==> src/rtl/burst_map_pkg.sv <==
package burst_map_pkg;

    // Beat addresses count bus words and not bytes
    parameter int ADDR_WIDTH = 16;

    // Requester burst counts reach 64 beats in origin-0 form
    parameter int M_BURST_WIDTH = 6;

    // The slave accepts at most 8 beats per command
    parameter int S_BURST_WIDTH = 3;

    // Two requesters share one slave command bus
    parameter int N_PORTS = 2;

    // Address of the first beat of a command
    typedef logic [ADDR_WIDTH-1:0] t_addr;

    // Requester burst count, where 0 means one beat
    typedef logic [M_BURST_WIDTH-1:0] t_m_burstcount;

    // Slave burst count, also origin 0
    typedef logic [S_BURST_WIDTH-1:0] t_s_burstcount;

    // Index of a requester on the shared bus
    typedef logic [$clog2(N_PORTS)-1:0] t_port_id;

endpackage

==> src/rtl/burst_cmd_arbiter.sv <==
`timescale 1ns/1ps

module burst_cmd_arbiter
   (
    input  logic clk,
    input  logic arst_n,

    input  logic [burst_map_pkg::N_PORTS-1:0] piece_valid,
    input  burst_map_pkg::t_addr piece_addr_0,
    input  burst_map_pkg::t_addr piece_addr_1,
    input  burst_map_pkg::t_s_burstcount piece_burstcount_0,
    input  burst_map_pkg::t_s_burstcount piece_burstcount_1,
    output logic [burst_map_pkg::N_PORTS-1:0] piece_accept,

    output logic cmd_valid,
    output burst_map_pkg::t_port_id cmd_port,
    output burst_map_pkg::t_addr cmd_addr,
    output burst_map_pkg::t_s_burstcount cmd_burstcount,
    input  logic cmd_accept
    );

    import burst_map_pkg::*;

    // Port that won the most recent transfer
    t_port_id last_port;

    // Port after last_port in round-robin order
    t_port_id cand_port;
    t_port_id grant;
    logic xfer;

    assign cand_port = last_port + t_port_id'(1);

    // Prefer the other port, fall back to the last winner
    always_comb
    begin
        if (piece_valid[cand_port])
        begin
            grant = cand_port;
        end
        else
        begin
            grant = last_port;
        end
    end

    assign cmd_valid = piece_valid[grant];
    assign cmd_port = grant;
    assign cmd_addr = (grant == t_port_id'(1)) ? piece_addr_1 : piece_addr_0;
    assign cmd_burstcount = (grant == t_port_id'(1)) ? piece_burstcount_1 : piece_burstcount_0;

    // A transfer needs a valid piece and the slave's accept in one cycle
    assign xfer = cmd_valid && cmd_accept;

    // Only the granted gearbox sees the accept
    always_comb
    begin
        for (int i = 0; i < N_PORTS; i++)
        begin
            piece_accept[i] = xfer && (grant == t_port_id'(i));
        end
    end

    // Starting at port 1 hands the first grant to port 0
    always_ff @(posedge clk or negedge arst_n)
    begin
        if (!arst_n)
        begin
            last_port <= t_port_id'(1);
        end
        else if (xfer)
        begin
            last_port <= grant;
        end
    end

    a_accept_onehot: assert property (@(posedge clk) disable iff (!arst_n)
        $onehot0(piece_accept))
        else $error("burst_cmd_arbiter: accept to more than one port");

endmodule

==> src/rtl/burst_cmd_fifo.sv <==
`timescale 1ns/1ps

module burst_cmd_fifo
  #(
    parameter int FIFO_DEPTH = 2
    )
   (
    input  logic clk,
    input  logic arst_n,

    input  logic push,
    input  burst_map_pkg::t_addr push_addr,
    input  burst_map_pkg::t_m_burstcount push_burstcount,

    input  logic pop,
    output logic empty,
    output logic full,
    output burst_map_pkg::t_addr head_addr,
    output burst_map_pkg::t_m_burstcount head_burstcount
    );

    import burst_map_pkg::*;

    localparam int PTR_WIDTH = (FIFO_DEPTH > 1) ? $clog2(FIFO_DEPTH) : 1;
    localparam int CNT_WIDTH = $clog2(FIFO_DEPTH + 1);

    typedef logic [PTR_WIDTH-1:0] t_ptr;
    typedef logic [CNT_WIDTH-1:0] t_cnt;

    // Command storage, one address and one count per entry
    t_addr mem_addr [FIFO_DEPTH];
    t_m_burstcount mem_burstcount [FIFO_DEPTH];

    t_ptr wr_ptr;
    t_ptr rd_ptr;
    t_cnt count;

    logic do_push;
    logic do_pop;

    // Pointers wrap at FIFO_DEPTH, which need not be a power of two
    function automatic t_ptr ptr_next(input t_ptr p);
        if (p == t_ptr'(FIFO_DEPTH - 1))
        begin
            return '0;
        end
        return p + t_ptr'(1);
    endfunction

    // An illegal push or pop leaves the queue untouched
    assign do_push = push && !full;
    assign do_pop = pop && !empty;

    // Flags come straight from the occupancy count
    assign empty = (count == '0);
    assign full = (count == t_cnt'(FIFO_DEPTH));

    // The head entry is visible the cycle after it was written
    assign head_addr = mem_addr[rd_ptr];
    assign head_burstcount = mem_burstcount[rd_ptr];

    always_ff @(posedge clk)
    begin
        if (do_push)
        begin
            mem_addr[wr_ptr] <= push_addr;
            mem_burstcount[wr_ptr] <= push_burstcount;
        end
    end

    always_ff @(posedge clk or negedge arst_n)
    begin
        if (!arst_n)
        begin
            wr_ptr <= '0;
            rd_ptr <= '0;
            count <= '0;
        end
        else
        begin
            if (do_push)
            begin
                wr_ptr <= ptr_next(wr_ptr);
            end
            if (do_pop)
            begin
                rd_ptr <= ptr_next(rd_ptr);
            end
            // A push and a pop together keep the count
            if (do_push && !do_pop)
            begin
                count <= count + t_cnt'(1);
            end
            else if (do_pop && !do_push)
            begin
                count <= count - t_cnt'(1);
            end
        end
    end

    // The requester must watch full before it strobes a new command
    a_no_push_full: assert property (@(posedge clk) disable iff (!arst_n)
        !(push && full))
        else $error("burst_cmd_fifo: push while full");

    // The gearbox only loads from a queue that holds a command
    a_no_pop_empty: assert property (@(posedge clk) disable iff (!arst_n)
        !(pop && empty))
        else $error("burst_cmd_fifo: pop while empty");

endmodule

==> src/rtl/burst_split_top.sv <==
`timescale 1ns/1ps

module burst_split_top
  #(
    parameter int PAGE_SIZE = 16,
    parameter int FIFO_DEPTH = 2
    )
   (
    input  logic clk,
    input  logic arst_n,

    input  logic [burst_map_pkg::N_PORTS-1:0] req_valid,
    input  burst_map_pkg::t_addr req_addr_0,
    input  burst_map_pkg::t_addr req_addr_1,
    input  burst_map_pkg::t_m_burstcount req_burstcount_0,
    input  burst_map_pkg::t_m_burstcount req_burstcount_1,
    output logic [burst_map_pkg::N_PORTS-1:0] req_full,

    output logic cmd_valid,
    output burst_map_pkg::t_port_id cmd_port,
    output burst_map_pkg::t_addr cmd_addr,
    output burst_map_pkg::t_s_burstcount cmd_burstcount,
    input  logic cmd_accept
    );

    import burst_map_pkg::*;

    // Queue heads feeding each gearbox
    logic [N_PORTS-1:0] q_empty;
    logic [N_PORTS-1:0] q_load;
    t_addr head_addr_0;
    t_addr head_addr_1;
    t_m_burstcount head_burstcount_0;
    t_m_burstcount head_burstcount_1;

    // Pieces offered by each gearbox to the arbiter
    logic [N_PORTS-1:0] piece_valid;
    logic [N_PORTS-1:0] piece_accept;
    t_addr piece_addr_0;
    t_addr piece_addr_1;
    t_s_burstcount piece_burstcount_0;
    t_s_burstcount piece_burstcount_1;

    // Lane 0
    burst_cmd_fifo #(.FIFO_DEPTH(FIFO_DEPTH)) fifo_0_inst
       (
        .clk, .arst_n,
        .push(req_valid[0]), .push_addr(req_addr_0), .push_burstcount(req_burstcount_0),
        .pop(q_load[0]), .empty(q_empty[0]), .full(req_full[0]),
        .head_addr(head_addr_0), .head_burstcount(head_burstcount_0)
        );

    burstcount0_gearbox #(.PAGE_SIZE(PAGE_SIZE)) gearbox_0_inst
       (
        .clk, .arst_n,
        .empty(q_empty[0]), .head_addr(head_addr_0), .head_burstcount(head_burstcount_0),
        .load(q_load[0]), .piece_accept(piece_accept[0]), .piece_valid(piece_valid[0]),
        .piece_addr(piece_addr_0), .piece_burstcount(piece_burstcount_0)
        );

    // Lane 1
    burst_cmd_fifo #(.FIFO_DEPTH(FIFO_DEPTH)) fifo_1_inst
       (
        .clk, .arst_n,
        .push(req_valid[1]), .push_addr(req_addr_1), .push_burstcount(req_burstcount_1),
        .pop(q_load[1]), .empty(q_empty[1]), .full(req_full[1]),
        .head_addr(head_addr_1), .head_burstcount(head_burstcount_1)
        );

    burstcount0_gearbox #(.PAGE_SIZE(PAGE_SIZE)) gearbox_1_inst
       (
        .clk, .arst_n,
        .empty(q_empty[1]), .head_addr(head_addr_1), .head_burstcount(head_burstcount_1),
        .load(q_load[1]), .piece_accept(piece_accept[1]), .piece_valid(piece_valid[1]),
        .piece_addr(piece_addr_1), .piece_burstcount(piece_burstcount_1)
        );

    // Shared slave command bus
    burst_cmd_arbiter arbiter_inst
       (
        .clk, .arst_n,
        .piece_valid, .piece_addr_0, .piece_addr_1,
        .piece_burstcount_0, .piece_burstcount_1, .piece_accept,
        .cmd_valid, .cmd_port, .cmd_addr, .cmd_burstcount, .cmd_accept
        );

endmodule

==> src/rtl/burstcount0_gearbox.sv <==
`timescale 1ns/1ps

module burstcount0_gearbox
  #(
    // Page size in beats, a power of two, or 0 for no page limit
    parameter int PAGE_SIZE = 16
    )
   (
    input  logic clk,
    input  logic arst_n,

    input  logic empty,
    input  burst_map_pkg::t_addr head_addr,
    input  burst_map_pkg::t_m_burstcount head_burstcount,
    output logic load,

    input  logic piece_accept,
    output logic piece_valid,
    output burst_map_pkg::t_addr piece_addr,
    output burst_map_pkg::t_s_burstcount piece_burstcount
    );

    import burst_map_pkg::*;

    // Origin-1 counts need one extra bit to hold the full burst length
    typedef logic [M_BURST_WIDTH:0] t_m_burstcount1;
    typedef logic [S_BURST_WIDTH:0] t_s_burstcount1;

    typedef enum logic
    {
        GB_IDLE,
        GB_BUSY
    } t_gb_state;

    localparam t_s_burstcount1 S_MAX = t_s_burstcount1'(2 ** S_BURST_WIDTH);

    t_gb_state state;
    t_addr cur_addr;
    t_m_burstcount1 remain;

    // Piece length limited by the slave, then by the page
    t_s_burstcount1 len_slave;
    t_s_burstcount1 len;
    logic last_piece;

    // Take a new command only when the previous one is fully sent
    assign load = !empty && (state == GB_IDLE);
    assign piece_valid = (state == GB_BUSY);
    assign piece_addr = cur_addr;
    assign piece_burstcount = t_s_burstcount'(len - t_s_burstcount1'(1));

    // The last piece carries every remaining beat
    assign last_piece = (remain == t_m_burstcount1'(len));

    always_comb
    begin
        if (remain < t_m_burstcount1'(S_MAX))
        begin
            len_slave = t_s_burstcount1'(remain);
        end
        else
        begin
            len_slave = S_MAX;
        end
    end

    generate
        if (PAGE_SIZE != 0)
        begin : g_page
            typedef logic [ADDR_WIDTH:0] t_page_room;

            // Beats left before the address reaches the next page
            t_page_room page_room;
            t_page_room page_offset;

            assign page_offset = t_page_room'(cur_addr & t_addr'(PAGE_SIZE - 1));
            assign page_room = t_page_room'(PAGE_SIZE) - page_offset;

            always_comb
            begin
                if (page_room < t_page_room'(len_slave))
                begin
                    len = t_s_burstcount1'(page_room);
                end
                else
                begin
                    len = len_slave;
                end
            end

            // First and last beat of a presented piece lie in one page
            a_no_page_cross: assert property (@(posedge clk) disable iff (!arst_n)
                piece_valid |-> ((piece_addr & ~t_addr'(PAGE_SIZE - 1))
                                 == ((piece_addr + t_addr'(piece_burstcount))
                                     & ~t_addr'(PAGE_SIZE - 1))))
                else $error("burstcount0_gearbox: piece crosses a page");
        end
        else
        begin : g_no_page
            assign len = len_slave;
        end
    endgenerate

    always_ff @(posedge clk or negedge arst_n)
    begin
        if (!arst_n)
        begin
            state <= GB_IDLE;
        end
        else if (load)
        begin
            state <= GB_BUSY;
        end
        else if (piece_accept && last_piece)
        begin
            state <= GB_IDLE;
        end
    end

    // Address and beat count walk forward one piece per accept
    always_ff @(posedge clk)
    begin
        if (load)
        begin
            cur_addr <= head_addr;
            remain <= t_m_burstcount1'(head_burstcount) + t_m_burstcount1'(1);
        end
        else if (piece_accept)
        begin
            cur_addr <= cur_addr + t_addr'(len);
            remain <= remain - t_m_burstcount1'(len);
        end
    end

    // A piece waiting for the slave holds still until it is taken
    a_piece_stable: assert property (@(posedge clk) disable iff (!arst_n)
        (piece_valid && !piece_accept) |=>
            (piece_valid && $stable(piece_addr) && $stable(piece_burstcount)))
        else $error("burstcount0_gearbox: piece changed without accept");

endmodule

==> config.mk <==
export PLATFORM = sky130hd
export DESIGN_NAME = burst_split_top
export DESIGN_NICKNAME = d
export VERILOG_FILES = /design/src/rtl/burst_map_pkg.sv /design/src/rtl/burst_cmd_arbiter.sv /design/src/rtl/burst_cmd_fifo.sv /design/src/rtl/burst_split_top.sv /design/src/rtl/burstcount0_gearbox.sv
export SDC_FILE = /design/constraint.sdc
export NUM_CORES = 1
export LEC_CHECK = 0
export BUFFER_PORTS_ARGS = -buffer_cell sky130_fd_sc_hd__buf_2
export CORE_MARGIN = 2
export CORE_UTILIZATION = 65
export CTS_BUF_LIST = sky130_fd_sc_hd__clkbuf_16
export CTS_CLUSTER_DIAMETER = 120
export DETAILED_ROUTE_END_ITERATION = 16
export PLACE_DENSITY = 0.86
export SLEW_MARGIN = 10
export SYNTH_ARGS = -nofsm -noshare
export SYNTH_HDL_FRONTEND = slang
export SYNTH_SLANG_ARGS = --single-unit
==> constraint.sdc <==
create_clock -name clk -period 11.2 [get_ports clk]
set_input_delay 2.24 -clock clk [delete_from_list [all_inputs] [get_ports clk]]
set_output_delay 2.24 -clock clk [all_outputs]
set_load 0.02 [all_outputs]
==> impl_metrics.env <==
export IMPL_antenna_left=0
export IMPL_syn_nets=768
export IMPL_die_x_um=114.9
export IMPL_synth_top_cell_area_share=0.5033
export IMPL_dp_hpwl_um=12070
export IMPL_synth_edf_count=134
export IMPL_holdWs_ns=0.4901
export IMPL_grt_pass1_vias=5764
export IMPL_cts_sinks=145
export IMPL_setup_viol=0
export IMPL_timing_rr_start="gearbox_0_inst.remain[5]"
export IMPL_synth_area_top_cells="edfxtp_1, ha_1, dfrtp_1, mux2i_1, nand2_1"
export IMPL_drc=0
export IMPL_chipHeight_um=114.9
export IMPL_skew_ns=0.007971
export IMPL_synthCells=690
export IMPL_ys_types=66
export IMPL_cp_top_family="compound AO/OA/AOI/OAI gates"
export IMPL_ys_ff_latch=145
export IMPL_drt_iter0_drc=583
export IMPL_io_buffer_count=71
export IMPL_std_cell_rows=40
export IMPL_end_kind="output pin"
export IMPL_path_cells="nor4_4 -> nand2_1 -> ha_1 -> a21o_1 -> a211oi_1 -> nand2_1 -> o21ai_0 -> mux2i_1 -> ha_1 -> xor2_1 -> buf_2"
export IMPL_finalHoldViolCount=0
export IMPL_ioPinCount=72
export IMPL_path_max_fanout=9
export IMPL_arrival_ns=4.15
export IMPL_synth_top_area_cell="edfxtp_1"
export IMPL_relSlewSlack=0.1323
export IMPL_clockBufferDepth=2
export IMPL_drt_pass1_iterations=5
export IMPL_period_share=0.5709
export IMPL_viasPerCell=6.322
export IMPL_clk_latency_ns=0.42
export IMPL_syn_area_um2=7995
export IMPL_cts_tree="yes"
export IMPL_dp_worst_setup_slack_ns=5.497
export IMPL_required_ns=8.96
export IMPL_n_antenna_cell=0
export IMPL_slew_violations=0
export IMPL_hp_start="fifo_0_inst.wr_ptr"
export IMPL_max_freq_ghz=0.1564
export IMPL_worstSetupStartpointType="flop"
export IMPL_wl_um=17190
export IMPL_crit_start="gearbox_0_inst.remain[5]"
export IMPL_grt_overflow=0
export IMPL_setup_ws_ns=4.806
export IMPL_numCtsBuffers=17
export IMPL_crit_buf_inv=1
export IMPL_ys_seq_area_frac=0.5379
export IMPL_area_growth_pct=12.61
export IMPL_antenna_found_initial=0
export IMPL_core_um2=12010
export IMPL_start_util=0.6656
export IMPL_min_period_ns=6.394
export IMPL_fin_tns_setup_ns=0
export IMPL_n_fill_cell=781
export IMPL_cts_root_buf="clkbuf_16"
export IMPL_avgRoutedWirePerCell_um=18.77
export IMPL_place_congestion=0.8913
export IMPL_cts_setup_buffers=0
export IMPL_critPathKind="flop to output pin"
export IMPL_crit_path_top_delay_cell="a211oi_1"
export IMPL_ys_async_sr_fraction=0.07586
export IMPL_grt_max_degree=37
export IMPL_gr_usage_all_layers=0.2786
export IMPL_hold_class="flop to flop"
export IMPL_dieArea_um2=13200
export IMPL_cap_violations=0
export IMPL_avgSynthCellArea_um2=11.59
export IMPL_status="complete, no violations"
export IMPL_critPathMaxStageDelay_ns=0.52
export IMPL_ys_flop_type="edfxtp_1"
export IMPL_cts_htree_levels=4
export IMPL_grt_pass1_wl_um=28240
export IMPL_tightest_slew_ns=1.288
export IMPL_drive_above_1_share=0.1847
export IMPL_vias=5791
export IMPL_ctsResizeCount=0
export IMPL_cts_hold_buffers_added=0
export IMPL_rsz0062_at_grt="no"
export IMPL_cts_reportedPaths_clkPinSlew_ns=0.06
export IMPL_nNetsFinal=835
export IMPL_yosys_warnings=0
[area by class of cell]
class,count,area (µm²),share of cell area
clock inverter,14,122.6,0.01362
inverter,39,146.4,0.01626
sequential,145,4300,0.4776
timing repair buffer,79,415.4,0.04614
tap,147,183.9,0.02043
clock buffer,17,425.4,0.04725
multi-input combinational,475,3410,0.3787
[stage by stage]
stage / instance area, µm² / std cells / util
3_3_place_gp: 8456 / 885 / 0.7040
3_5_place_dp: 8456 / 885 / 0.7040
6_report: 9004 / 916 / 0.7496
4_1_cts: 9004 / 916 / 0.7496
2_1_floorplan: 7995 / 690 / -
5_1_grt: 9004 / 916 / 0.7496
[layer usage]
metal / vias to the layer above / routed length, µm / GRT usage
met2: 217 / 8462 / 0.4561
met5: - / 0 / 0
met4: 0 / 250 / 0.08594
li1: 2760 / - / -
met3: 25 / 1026 / 0.06378
met1: 2789 / 7450 / 0.3753
[registers in the layout, summed over array words and instances, names as in the netlist, 2 cells and up]
signal and flops:
fifo_0_inst.count 2, fifo_0_inst.mem_addr 32, fifo_0_inst.mem_burstcount 12, fifo_1_inst.count 2, fifo_1_inst.mem_addr 32, fifo_1_inst.mem_burstcount 12
gearbox_0_inst.piece_addr 16, gearbox_0_inst.remain 7, gearbox_1_inst.piece_addr 16, gearbox_1_inst.remain 7
[synth_stat cells, drive strengths merged, types with 5 or more instances]
cell type	n
edfxtp	134
nand2	53
inv	38
nor2	29
o21ai	29
a21oi	27
a211oi	25
ha	25
nand3	24
a31oi	23
mux2i	23
nor2b	22
xnor2	18
clkbuf	17
o31ai	16
mux2	15
buf	14
or4	14
xor2	13
and3	12
nor3	11
dfrtp	10
or3	10
a21o	8
o211ai	7
nor4	6
a31o	5
nand2b	5
nand4	5
or2	5
[logic make-up (layout without fill, tap and decap cells)]
logic type,count (synthesis),after routing,share of synthesized area
adder cells (fa/ha/maj),29,29,0.04914
flip-flops,145,145,0.5379
XOR/XNOR,32,32,0.03678
buffers and inverters,70,149,0.03662
multiplexers,38,38,0.04992
AND/OR/NAND/NOR,210,210,0.1423
AO/OA/AOI/OAI,166,166,0.1474
[cell usage in the layout, fill, tap and decap left out, types with 10 or more instances in the layout]
cell type  Yosys  routed
dfrtp_1       10      10
o21ai_0       29      27
buf_2          3      71
a211oi_1      24      24
nor2_1        29      29
inv_1         38      38
mux2i_1       23      23
o31ai_1       16      16
mux2_2        15      15
xnor2_1       18      18
nand2_1       53      53
or3_1         10      10
ha_1          25      25
xor2_1        13      13
and3_1        12      12
nand3_1       24      24
nor2b_1       22      22
or4_1         14      14
clkbuf_16      0      17
edfxtp_1     134     134
a31oi_1       22      22
a21oi_1       26      26
nor3_1        11      11
[final timing paths]
check / endpoint / slack, ns / cells after the start
max in group asynchronous: arbiter_inst.last_port / 9.22 / 1
min in group asynchronous: gearbox_1_inst.piece_valid / 1.69 / 1
setup reg to reg: gearbox_0_inst.piece_addr[12] / 6.02 / 16
hold / removal: fifo_0_inst.wr_ptr / 0.49 / 1
hold reg to reg: fifo_0_inst.wr_ptr / 0.49 / 1
setup / recovery: cmd_burstcount[2] / 4.81 / 11
Power is left out: the tool's default activity adds up to more than one toggle a clock period on the data nets, which glitch-free logic cannot reach.
